[src/common/periph_xbar_pkg.sv]
//######################################
// Peripheral crossbar package
// Bus widths, port counts, cluster address
// map and the shared vector types
//######################################

`default_nettype none

package periph_xbar_pkg;

  // Port counts
  localparam int unsigned NB_MASTERS = 4;
  localparam int unsigned NB_TARGETS = 4;

  // Bus widths
  localparam int unsigned ADDR_WIDTH = 32;
  localparam int unsigned DATA_WIDTH = 32;
  localparam int unsigned BE_WIDTH   = DATA_WIDTH / 8;

  // Index widths derived from the counts
  localparam int unsigned MST_IDX_WIDTH = $clog2(NB_MASTERS);
  localparam int unsigned TGT_IDX_WIDTH = $clog2(NB_TARGETS);

  // Payload vectors
  typedef logic [ADDR_WIDTH-1:0] addr_t;
  typedef logic [DATA_WIDTH-1:0] data_t;
  typedef logic [BE_WIDTH-1:0]   be_t;

  // One-hot initiator id, bit k set means initiator k
  typedef logic [NB_MASTERS-1:0] mst_id_t;

  // One bit per initiator
  typedef logic [NB_MASTERS-1:0] mst_vec_t;

  // Binary initiator index, used by the round-robin pointer
  typedef logic [MST_IDX_WIDTH-1:0] mst_idx_t;

  // Binary target index
  typedef logic [TGT_IDX_WIDTH-1:0] tgt_idx_t;

  // Cluster address map, top byte of the address
  localparam logic [7:0] CLUSTER_BASE       = 8'h10;
  localparam logic       CLUSTER_ALIAS_EN   = 1'b1;
  localparam logic [7:0] CLUSTER_ALIAS_BASE = 8'h1B;

  // Peripheral window on address bits 23 to 20
  localparam logic [3:0] PERIPH_WIN_LO = 4'h2;
  localparam logic [3:0] PERIPH_WIN_HI = 4'h3;

  // Address bits that pick the target inside the window
  localparam int unsigned ROUTE_LSB = 16;
  localparam int unsigned ROUTE_MSB = 17;

  // Every address outside the window goes here
  localparam tgt_idx_t TGT_EXT_IDX = tgt_idx_t'(0);

endpackage : periph_xbar_pkg

`default_nettype wire

[src/hdl/periph_addr_decode.sv]
//######################################
// Peripheral address decoder
// Picks a target for each initiator and
// steers requests and grants between the
// initiators and the target arbiters
//######################################

`default_nettype none

module periph_addr_decode
  import periph_xbar_pkg::*;
(
  input  mst_vec_t                   mst_req_i,
  input  addr_t    [NB_MASTERS-1:0]  mst_addr_i,
  input  mst_vec_t [NB_TARGETS-1:0]  arb_gnt_i,
  output mst_vec_t [NB_TARGETS-1:0]  arb_req_o,
  output mst_vec_t                   mst_gnt_o
);

  // Target chosen by each initiator's address
  tgt_idx_t [NB_MASTERS-1:0] tgt_sel;

  // Cluster peripheral window, everything else is external
  function automatic tgt_idx_t addr_to_tgt(input addr_t addr);
    logic in_cluster;
    logic in_alias;
    logic in_window;

    in_cluster = (addr[31:24] == CLUSTER_BASE);
    // Alias base only counts when enabled
    in_alias   = CLUSTER_ALIAS_EN && (addr[31:24] == CLUSTER_ALIAS_BASE);
    in_window  = (addr[23:20] >= PERIPH_WIN_LO) && (addr[23:20] <= PERIPH_WIN_HI);

    if ((in_cluster || in_alias) && in_window) begin
      return tgt_idx_t'(addr[ROUTE_MSB:ROUTE_LSB]);
    end else begin
      return TGT_EXT_IDX;
    end
  endfunction

  always_comb begin
    for (int m = 0; m < NB_MASTERS; m++) begin
      tgt_sel[m] = addr_to_tgt(mst_addr_i[m]);
    end
  end

  // Request only reaches the arbiter of the selected target
  always_comb begin
    for (int t = 0; t < NB_TARGETS; t++) begin
      for (int m = 0; m < NB_MASTERS; m++) begin
        arb_req_o[t][m] = mst_req_i[m] && (tgt_sel[m] == tgt_idx_t'(t));
      end
    end
  end

  // Grant comes back from that same arbiter
  always_comb begin
    mst_gnt_o = '0;
    for (int m = 0; m < NB_MASTERS; m++) begin
      for (int t = 0; t < NB_TARGETS; t++) begin
        if (tgt_sel[m] == tgt_idx_t'(t)) begin
          mst_gnt_o[m] = arb_gnt_i[t][m];
        end
      end
    end
  end

endmodule : periph_addr_decode

`default_nettype wire

[src/hdl/periph_resp_router.sv]
//######################################
// Response router
// Sends each target response back to the
// initiator named by its one-hot id
//######################################

`default_nettype none

module periph_resp_router
  import periph_xbar_pkg::*;
(
  input  logic    [NB_TARGETS-1:0]  tgt_r_valid_i,
  input  mst_id_t [NB_TARGETS-1:0]  tgt_r_id_i,
  input  data_t   [NB_TARGETS-1:0]  tgt_r_rdata_i,
  input  logic    [NB_TARGETS-1:0]  tgt_r_opc_i,
  output mst_vec_t                  mst_r_valid_o,
  output data_t   [NB_MASTERS-1:0]  mst_r_rdata_o,
  output mst_vec_t                  mst_r_opc_o
);

  // Which target responses are addressed to which initiator
  logic [NB_MASTERS-1:0][NB_TARGETS-1:0] hit;

  always_comb begin
    for (int m = 0; m < NB_MASTERS; m++) begin
      for (int t = 0; t < NB_TARGETS; t++) begin
        hit[m][t] = tgt_r_valid_i[t] && tgt_r_id_i[t][m];
      end
    end
  end

  // Lowest-index target wins, outputs stay zero without a hit
  always_comb begin
    mst_r_valid_o = '0;
    mst_r_rdata_o = '0;
    mst_r_opc_o   = '0;
    for (int m = 0; m < NB_MASTERS; m++) begin
      for (int t = NB_TARGETS - 1; t >= 0; t--) begin
        if (hit[m][t]) begin
          mst_r_valid_o[m] = 1'b1;
          mst_r_rdata_o[m] = tgt_r_rdata_i[t];
          mst_r_opc_o[m]   = tgt_r_opc_i[t];
        end
      end
    end
  end

endmodule : periph_resp_router

`default_nettype wire

[src/hdl/periph_xbar.sv]
//######################################
// Peripheral crossbar top level
// Four initiators to four peripheral targets
// over a request/grant bus, with responses
// routed back by one-hot initiator id
//######################################

`default_nettype none

module periph_xbar
  import periph_xbar_pkg::*;
(
  input  logic                       clk_i,
  input  logic                       rst_n_i,

  // Initiator side
  input  mst_vec_t                   mst_req_i,
  input  addr_t   [NB_MASTERS-1:0]   mst_addr_i,
  input  mst_vec_t                   mst_wen_n_i,
  input  data_t   [NB_MASTERS-1:0]   mst_wdata_i,
  input  be_t     [NB_MASTERS-1:0]   mst_be_i,
  output mst_vec_t                   mst_gnt_o,
  output mst_vec_t                   mst_r_valid_o,
  output data_t   [NB_MASTERS-1:0]   mst_r_rdata_o,
  output mst_vec_t                   mst_r_opc_o,

  // Target side
  output logic    [NB_TARGETS-1:0]   tgt_req_o,
  output addr_t   [NB_TARGETS-1:0]   tgt_addr_o,
  output logic    [NB_TARGETS-1:0]   tgt_wen_n_o,
  output data_t   [NB_TARGETS-1:0]   tgt_wdata_o,
  output be_t     [NB_TARGETS-1:0]   tgt_be_o,
  output mst_id_t [NB_TARGETS-1:0]   tgt_id_o,
  input  logic    [NB_TARGETS-1:0]   tgt_gnt_i,
  input  logic    [NB_TARGETS-1:0]   tgt_r_valid_i,
  input  mst_id_t [NB_TARGETS-1:0]   tgt_r_id_i,
  input  data_t   [NB_TARGETS-1:0]   tgt_r_rdata_i,
  input  logic    [NB_TARGETS-1:0]   tgt_r_opc_i
);

  // Per-target request and grant vectors between decoder and arbiters
  mst_vec_t [NB_TARGETS-1:0] arb_req;
  mst_vec_t [NB_TARGETS-1:0] arb_gnt;

  periph_addr_decode i_addr_decode (
    .mst_req_i  (mst_req_i),
    .mst_addr_i (mst_addr_i),
    .arb_gnt_i  (arb_gnt),
    .arb_req_o  (arb_req),
    .mst_gnt_o  (mst_gnt_o)
  );

  // One round-robin arbiter in front of each target
  for (genvar t = 0; t < NB_TARGETS; t++) begin : gen_tgt_arb
    periph_target_arb i_target_arb (
      .clk_i       (clk_i),
      .rst_n_i     (rst_n_i),
      .req_i       (arb_req[t]),
      .mst_addr_i  (mst_addr_i),
      .mst_wen_n_i (mst_wen_n_i),
      .mst_wdata_i (mst_wdata_i),
      .mst_be_i    (mst_be_i),
      .gnt_o       (arb_gnt[t]),
      .tgt_req_o   (tgt_req_o[t]),
      .tgt_addr_o  (tgt_addr_o[t]),
      .tgt_wen_n_o (tgt_wen_n_o[t]),
      .tgt_wdata_o (tgt_wdata_o[t]),
      .tgt_be_o    (tgt_be_o[t]),
      .tgt_id_o    (tgt_id_o[t]),
      .tgt_gnt_i   (tgt_gnt_i[t])
    );
  end

  // Responses go back by id, no back-pressure
  periph_resp_router i_resp_router (
    .tgt_r_valid_i (tgt_r_valid_i),
    .tgt_r_id_i    (tgt_r_id_i),
    .tgt_r_rdata_i (tgt_r_rdata_i),
    .tgt_r_opc_i   (tgt_r_opc_i),
    .mst_r_valid_o (mst_r_valid_o),
    .mst_r_rdata_o (mst_r_rdata_o),
    .mst_r_opc_o   (mst_r_opc_o)
  );

endmodule : periph_xbar

`default_nettype wire

[src/periph_arb/periph_target_arb.sv]
//######################################
// Target arbiter
// Round-robin choice between initiators
// and request multiplexer for one target
//######################################

`default_nettype none

module periph_target_arb
  import periph_xbar_pkg::*;
(
  input  logic                     clk_i,
  input  logic                     rst_n_i,

  // From the decoder, one request bit per initiator
  input  mst_vec_t                 req_i,
  input  addr_t   [NB_MASTERS-1:0] mst_addr_i,
  input  mst_vec_t                 mst_wen_n_i,
  input  data_t   [NB_MASTERS-1:0] mst_wdata_i,
  input  be_t     [NB_MASTERS-1:0] mst_be_i,
  output mst_vec_t                 gnt_o,

  // Toward the target
  output logic                     tgt_req_o,
  output addr_t                    tgt_addr_o,
  output logic                     tgt_wen_n_o,
  output data_t                    tgt_wdata_o,
  output be_t                      tgt_be_o,
  output mst_id_t                  tgt_id_o,
  input  logic                     tgt_gnt_i
);

  // Initiator with the highest priority this cycle
  mst_idx_t rr_ptr;

  logic     sel_valid;
  mst_idx_t sel_idx;
  mst_id_t  sel_onehot;
  logic     accept;

  // First requester at or above the pointer, wrapping around
  always_comb begin
    int unsigned cand;

    sel_valid = 1'b0;
    sel_idx   = rr_ptr;
    for (int unsigned off = 0; off < NB_MASTERS; off++) begin
      cand = (int'(rr_ptr) + off) % NB_MASTERS;
      if (!sel_valid && req_i[cand]) begin
        sel_valid = 1'b1;
        sel_idx   = mst_idx_t'(cand);
      end
    end
  end

  assign sel_onehot = sel_valid ? (mst_id_t'(1) << sel_idx) : '0;

  // Chosen request stays visible under back-pressure
  assign tgt_req_o   = sel_valid;
  assign tgt_addr_o  = mst_addr_i[sel_idx];
  assign tgt_wen_n_o = mst_wen_n_i[sel_idx];
  assign tgt_wdata_o = mst_wdata_i[sel_idx];
  assign tgt_be_o    = mst_be_i[sel_idx];
  assign tgt_id_o    = sel_onehot;

  // Grant only when the target takes it
  assign accept = sel_valid && tgt_gnt_i;
  assign gnt_o  = accept ? sel_onehot : '0;

  // Pointer moves past the winner after each handshake
  always_ff @(posedge clk_i) begin
    if (!rst_n_i) begin
      rr_ptr <= '0;
    end else if (accept) begin
      rr_ptr <= mst_idx_t'((int'(sel_idx) + 1) % NB_MASTERS);
    end
  end

endmodule : periph_target_arb

`default_nettype wire

[config.mk]
export PLATFORM = sky130hd
export DESIGN_NAME = periph_xbar
export DESIGN_NICKNAME = d
export VERILOG_FILES = /design/src/common/periph_xbar_pkg.sv /design/src/hdl/periph_addr_decode.sv /design/src/hdl/periph_resp_router.sv /design/src/hdl/periph_xbar.sv /design/src/periph_arb/periph_target_arb.sv
export SDC_FILE = /design/constraint.sdc
export NUM_CORES = 1
export LEC_CHECK = 0
export ABC_CLOCK_PERIOD_IN_PS = 3900
export BUFFER_PORTS_ARGS = -buffer_cell sky130_fd_sc_hd__buf_4
export CAP_MARGIN = 20
export CORE_AREA = 4 4 342 344
export CTS_BUF_LIST = sky130_fd_sc_hd__clkbuf_4
export CTS_CLUSTER_DIAMETER = 40
export CTS_CLUSTER_SIZE = 20
export DETAILED_ROUTE_END_ITERATION = 6
export DIE_AREA = 0 0 346 348
export GPL_TIMING_DRIVEN = 1
export SETUP_SLACK_MARGIN = 0.15
export SLEW_MARGIN = 20
export SYNTH_ARGS = -nofsm -noshare
export SYNTH_HDL_FRONTEND = slang
export SYNTH_HIERARCHICAL = 1
export SYNTH_SLANG_ARGS = --single-unit
[constraint.sdc]
create_clock -name clk_i -period 3.9 [get_ports clk_i]
set_clock_uncertainty 0.05 [all_clocks]
set_input_delay 0.39 -clock clk_i [delete_from_list [all_inputs] [get_ports clk_i]]
set_output_delay 0.39 -clock clk_i [all_outputs]
set_load 0.005 [all_outputs]
# [Word-level counts from Yosys, hierarchy flattened]
# Cells that the tools add are included.
[word_totals] latch_bits=0 inputBits=438 output_inout_bits=436 word_cells=316 memories=0 reg_bits=8 ramBits=0 mem_bits_ro=0
[op_classes] multipliers=0 eq_ne=20 n_mux=168 shift=4 reduce_logical=76 n_bitwise=0 order_cmp=28 div_mod_pow=0 n_addsub=16
[ops] op="$mux W32" n=24
[ops] op="$bmux W32 S2" n=8
[ops] op="$mux W1" n=84
[ops] op="$eq A8 B5 Y1 const B" n=8
[ops] op="$lt A2 B3 Y1 const B" n=20
[ops] op="$logic_and A1 B1 Y1" n=56
[ops] op="$mux W4" n=12
[ops] op="$bmux W1 S2" n=20
[ops] op="$bmux W4 S2" n=4
[ops] op="$mux W2" n=16
[ops] op="$add A2 B1 Y2 const B" n=8
[ops] op="$add A2 B2 Y2 const B" n=8
[ops] op="$eq A2 B2 Y1 const B" n=8
[ops] op="$ge A4 B2 Y1 const B" n=4
[ops] op="$le A4 B2 Y1 const B" n=4
[ops] op="$shl A1 B2 Y4 const A" n=4
[ops] op="$logic_not A1 Y1" n=12
[ops] op="$eq A2 B1 Y1 const B" n=4
[ops] op="$logic_not A2 Y1" n=4
[ops] op="$logic_or A1 B1 Y1" n=4

# [Longest topological paths before layout]
[logic_depth] depth_word=25 depth_mapped=17 ltp_nobuf=14

# [Hierarchy]
# Netlist, hierarchy kept.
[by_module_without_submodules] mod="periph_target_arb" cells_each=431 seq_area_each_um2=40.0 n_inst=4 area_per_inst_um2=2298.5
[by_module_without_submodules] mod="periph_resp_router" cells_each=807 seq_area_each_um2=0.0 n_inst=1 area_per_inst_um2=4742.0
[by_module_without_submodules] mod="periph_addr_decode" cells_each=82 seq_area_each_um2=0.0 n_inst=1 area_per_inst_um2=530.5

# [Worst setup path after synthesis]
# OpenSTA, ideal clock, no wires.
[synth_timing] path_kind="in2out" from="input port mst_addr_i[26] (netlist bit)" to="output port mst_gnt_o[2]" cell_stages=15 t_required_ps=3460 n_path_buf=2 arrival_ps=3323 slack_ps=137 cell_sequence="or4_4 > a211oi_4 > nand2_1 > nor3_1 > nor2b_1 > a21oi_1 > o221ai_2 > buf_2 > clkbuf_1 > ha_1 > and3_1 > nor2_1 > o21ai_0 > o31ai_1 > a21oi_1"
[synth_lines] element="start, declared" line_no="periph_xbar.sv:18" rtl="input addr_t [NB_MASTERS-1:0] mst_addr_i,"
[synth_lines] element="end, declared" line_no="periph_xbar.sv:22" rtl="output mst_vec_t mst_gnt_o,"

==> metrics.txt <==
Post-CTS Hold Buffers=0; Leakage Power=12.3 nW; post-route minimum period=3.97 ns; Seq cells post-synth=8; initial antenna violation count=11; final net count=4095; peak supply drop=105 uV; setup_tns=-0.594 ns; I/O Pins=874; clock latency on the worst-skew pair=0.27 ns; largest family of logic cells by synthesized area=compound AO/OA/AOI/OAI gates; die outline height=348 um; top cells by area, synth=nand2_1 (25%), a32oi_1 (17%), a21oi_1 (10%), and3_1 (6.3%), a31oi_1 (5.7%); TritonCTS clock tree=done; final WL=135000 um; worst reg2reg endpoint=gen_tgt_arb[2].i_target_arb/rr_ptr[0]; final setup violating endpoints=35; Critical Path Source Type=input pin; DR vias/cell=5.49; wire length per cell=26.3 um; area share of fa/ha/maj cells after synthesis=1.38%; Critical Path Sink Type=output pin; GR Overflow Total=0; ys async rst share=0%; initial core utilization=12.7%; H-tree depth=1; worst reg2reg setup slack=1.31 ns; Max Buffers Root-to-Sink=2; Largest Register=gen_tgt_arb.i_target_arb/rr_ptr; crit path capture=tgt_addr_o[75]; Max Clk Rate=252 MHz; worst reg-to-reg path cell count=17; setup repair after global routing missed its margin=yes; sequential-to-total area share from yosys stat=1.11%; Fillers=12.4k; Post-Synth XOR/XNOR Area=0%; Finished Cell Area=29500 um2; I/O Buffers=873; Clock Pin Slew Worst Setup and Hold Paths=0.07 ns; failing checks=setup timing; yosys synthesis warning count=6; gpl congestion=0.977; mux contribution to synthesized area=0.0692%; CTS buffer count=3; largest net degree at the start of global routing=87; Finished Layout Cells=5156; DP Cell Count=4981; gr usage total=18.8%; worst setup path start=mst_addr_i[124]; CP required=3.46 ns; Synth Instances=2613; DRT Pass-1 Iters=7; syn_area_per_cell=5.54 um2; die area=120000 um2; share of layout cells above drive strength 1=47.2%; synthesized area=14500 um2; via count=28.3k; syn_nets=3067; area of the multi-input gates=14300 um2; Power Density=130 nW/um2; setup slack at placement=-0.348 ns; Worst Path Arrival=3.53 ns; first-pass GRT wire length=174000 um; storage element area=160 um2; Regs by FF count=gen_tgt_arb.i_target_arb/rr_ptr (8); CP Class=input pin to output pin; Final Hold Viols=0; Reg-to-Reg Start=gen_tgt_arb[2].i_target_arb/rr_ptr[1]; 1st-iter DRT viols=4418; Post-synth top flop=dfxtp_1; MaxCap Viol Count=0; worst hold path class=input pin to flop; final routed DRC violation total=0; root buffer cell=clkbuf_4; Chip Width=346 um; Post-DRT Antenna Nets=0; Synth area leader=nand2_1; CTS sink cnt=8; pins over their slew limit=0; area grow syn2layout=104%; EDFF count, synth=0; Rows=124; Simple-Gate Fraction of Synth Area=40.8%; Slew HR=30.2%; max FFs per register=8; dpl hpwl=90700 um; final worst path period share=102%; Total Power=3.83 mW; post-route setup slack=-0.0659 ns; placed cell areas=23800 um2; top cell type's share of synthesized area=25.2%; Synth Area in Compound Gates=42.8%; status=complete, but fails checks; Core Area=114000 um2; unique cell type count in the Yosys netlist=51; number of global-route vias before repair=24.4k; crit path max fanout=13; Worst Tran Pin Value=1.04 ns
==> through the flow <==
step | hold WS (ns) | utilization, %
floorplan | 0.460 | -
global placement | 0.507 | 20.9
detailed placement | 0.512 | 20.9
CTS | 0.367 | 22.8
global route | 0.349 | 25.9
finish | 0.378 | 25.9
==> synthesized netlist by cell type, types with 4 or more instances <==
master	number
a211oi_4	4
a211oi_1	4
buf_6	24
nor2_1	33
buf_1	12
nand2_1	970
o21a_1	4
buf_4	80
nand2_2	4
a2111oi_2	4
and3_1	145
o221ai_2	4
nor2b_1	12
and3b_1	4
or2_1	4
ha_1	16
inv_4	4
o221ai_1	32
a22o_1	4
a32oi_1	276
o211ai_1	96
a21oi_1	297
inv_1	53
clkbuf_2	7
dfxtp_1	8
o21ai_0	8
buf_2	88
clkbuf_1	100
or3b_1	4
nand3_1	9
a31oi_1	131
nand4_1	96
nor3_1	8
and2_1	32
or4_1	4
==> final cells by class <==
class / instances / area share [%]
well taps: 1512 / 6.42
multi-input cells: 2237 / 48.7
repair buffers: 1334 / 43.2
clock buffers: 3 / 0.0765
diodes: 5 / 0.0425
flip-flops and latches: 8 / 0.544
inverters: 57 / 0.956
==> report_power, final <==
part           leakage (nW)  switching [mW]  internal (mW)
logic                  12.3            1.97           1.70
clock network        0.0138          0.0349         0.0356
registers            0.0649         0.00407         0.0841
total                  12.3            2.01           1.82
==> cell families after synthesis <==
kind of cell,after synthesis
AOI/OAI and AO/OA,883
adders and majority gates,16
buffers and inverters,368
DFF,8
muxes,1
and+or+nand+nor,1337
==> worst min path at each step <==
| stage | startpoint | endpoint | slack, ns | cells after the start |
|---|---|---|---|---|
| global placement | gen_tgt_arb[0].i_target_arb/rr_ptr[0] | gen_tgt_arb[0].i_target_arb/rr_ptr[0] | 0.51 | 2 |
| CTS | rst_n_i | gen_tgt_arb[2].i_target_arb/rr_ptr[1] | 0.37 | 3 |
| floorplan | gen_tgt_arb[0].i_target_arb/rr_ptr[0] | gen_tgt_arb[0].i_target_arb/rr_ptr[0] | 0.46 | 2 |
| finish | rst_n_i | gen_tgt_arb[0].i_target_arb/rr_ptr[1] | 0.38 | 3 |
| global route | rst_n_i | gen_tgt_arb[1].i_target_arb/rr_ptr[1] | 0.35 | 3 |
| detailed placement | gen_tgt_arb[3].i_target_arb/rr_ptr[0] | gen_tgt_arb[3].i_target_arb/rr_ptr[0] | 0.51 | 2 |
==> routing by layer <==
layer	global-route usage (%)	vias to the layer above	wire length [um]
met5	0	-	43
met4	7.01	8	8070
met3	5.79	574	18800
met2	28.4	2589	55400
met1	25.0	13300	53000
li1	-	11800	-
==> cells in the final DEF, fill, tap and decap left out, types with 5 or more instances in the layout <==
master and n:
a31oi_1 131, nand2_4 21, clkbuf_16 37, a32oi_2 91
and3_1 137, nand2_2 65, nand2_1 888, buf_4 1080
ha_4 7, buf_16 34, nand4_1 96, inv_2 5
inv_1 48, a21oi_1 192, a21oi_4 14, buf_12 56
and3_4 8, or4b_4 6, dfxtp_1 8, nor2_4 9
diode_2 5, a21oi_2 91, o211ai_1 96, nor2b_1 6
and2_1 28, buf_6 89, a32oi_1 181, ha_1 5
o21ai_1 7, o221ai_1 32, nand3_1 5, buf_8 34
nor2_1 20
==> worst max-delay path: stages <==
cell,delay (ns)
buf_4,0.15
or4b_4,0.53
a211oi_4,0.23
buf_6,0.17
nand2_2,0.06
nor3_2,0.11
buf_4,0.16
and3b_1,0.18
a2111oi_2,0.21
or2_4,0.28
buf_12,0.21
buf_12,0.17
nand2_2,0.06
a32oi_2,0.29
buf_4,0.16
buf_4,0.12
==> what timing repair did <==
action / 4_1_cts / 5_1_grt
setup buffers: 48 / 54
resized for setup: 230 / 454
endpoints found under the hold margin: 0 / 0
setup endpoints to repair: 269 / 274
pin swaps: 52 / 223
cloned: 24 / 41
Note: power is estimated with default switching activity, not from simulation.
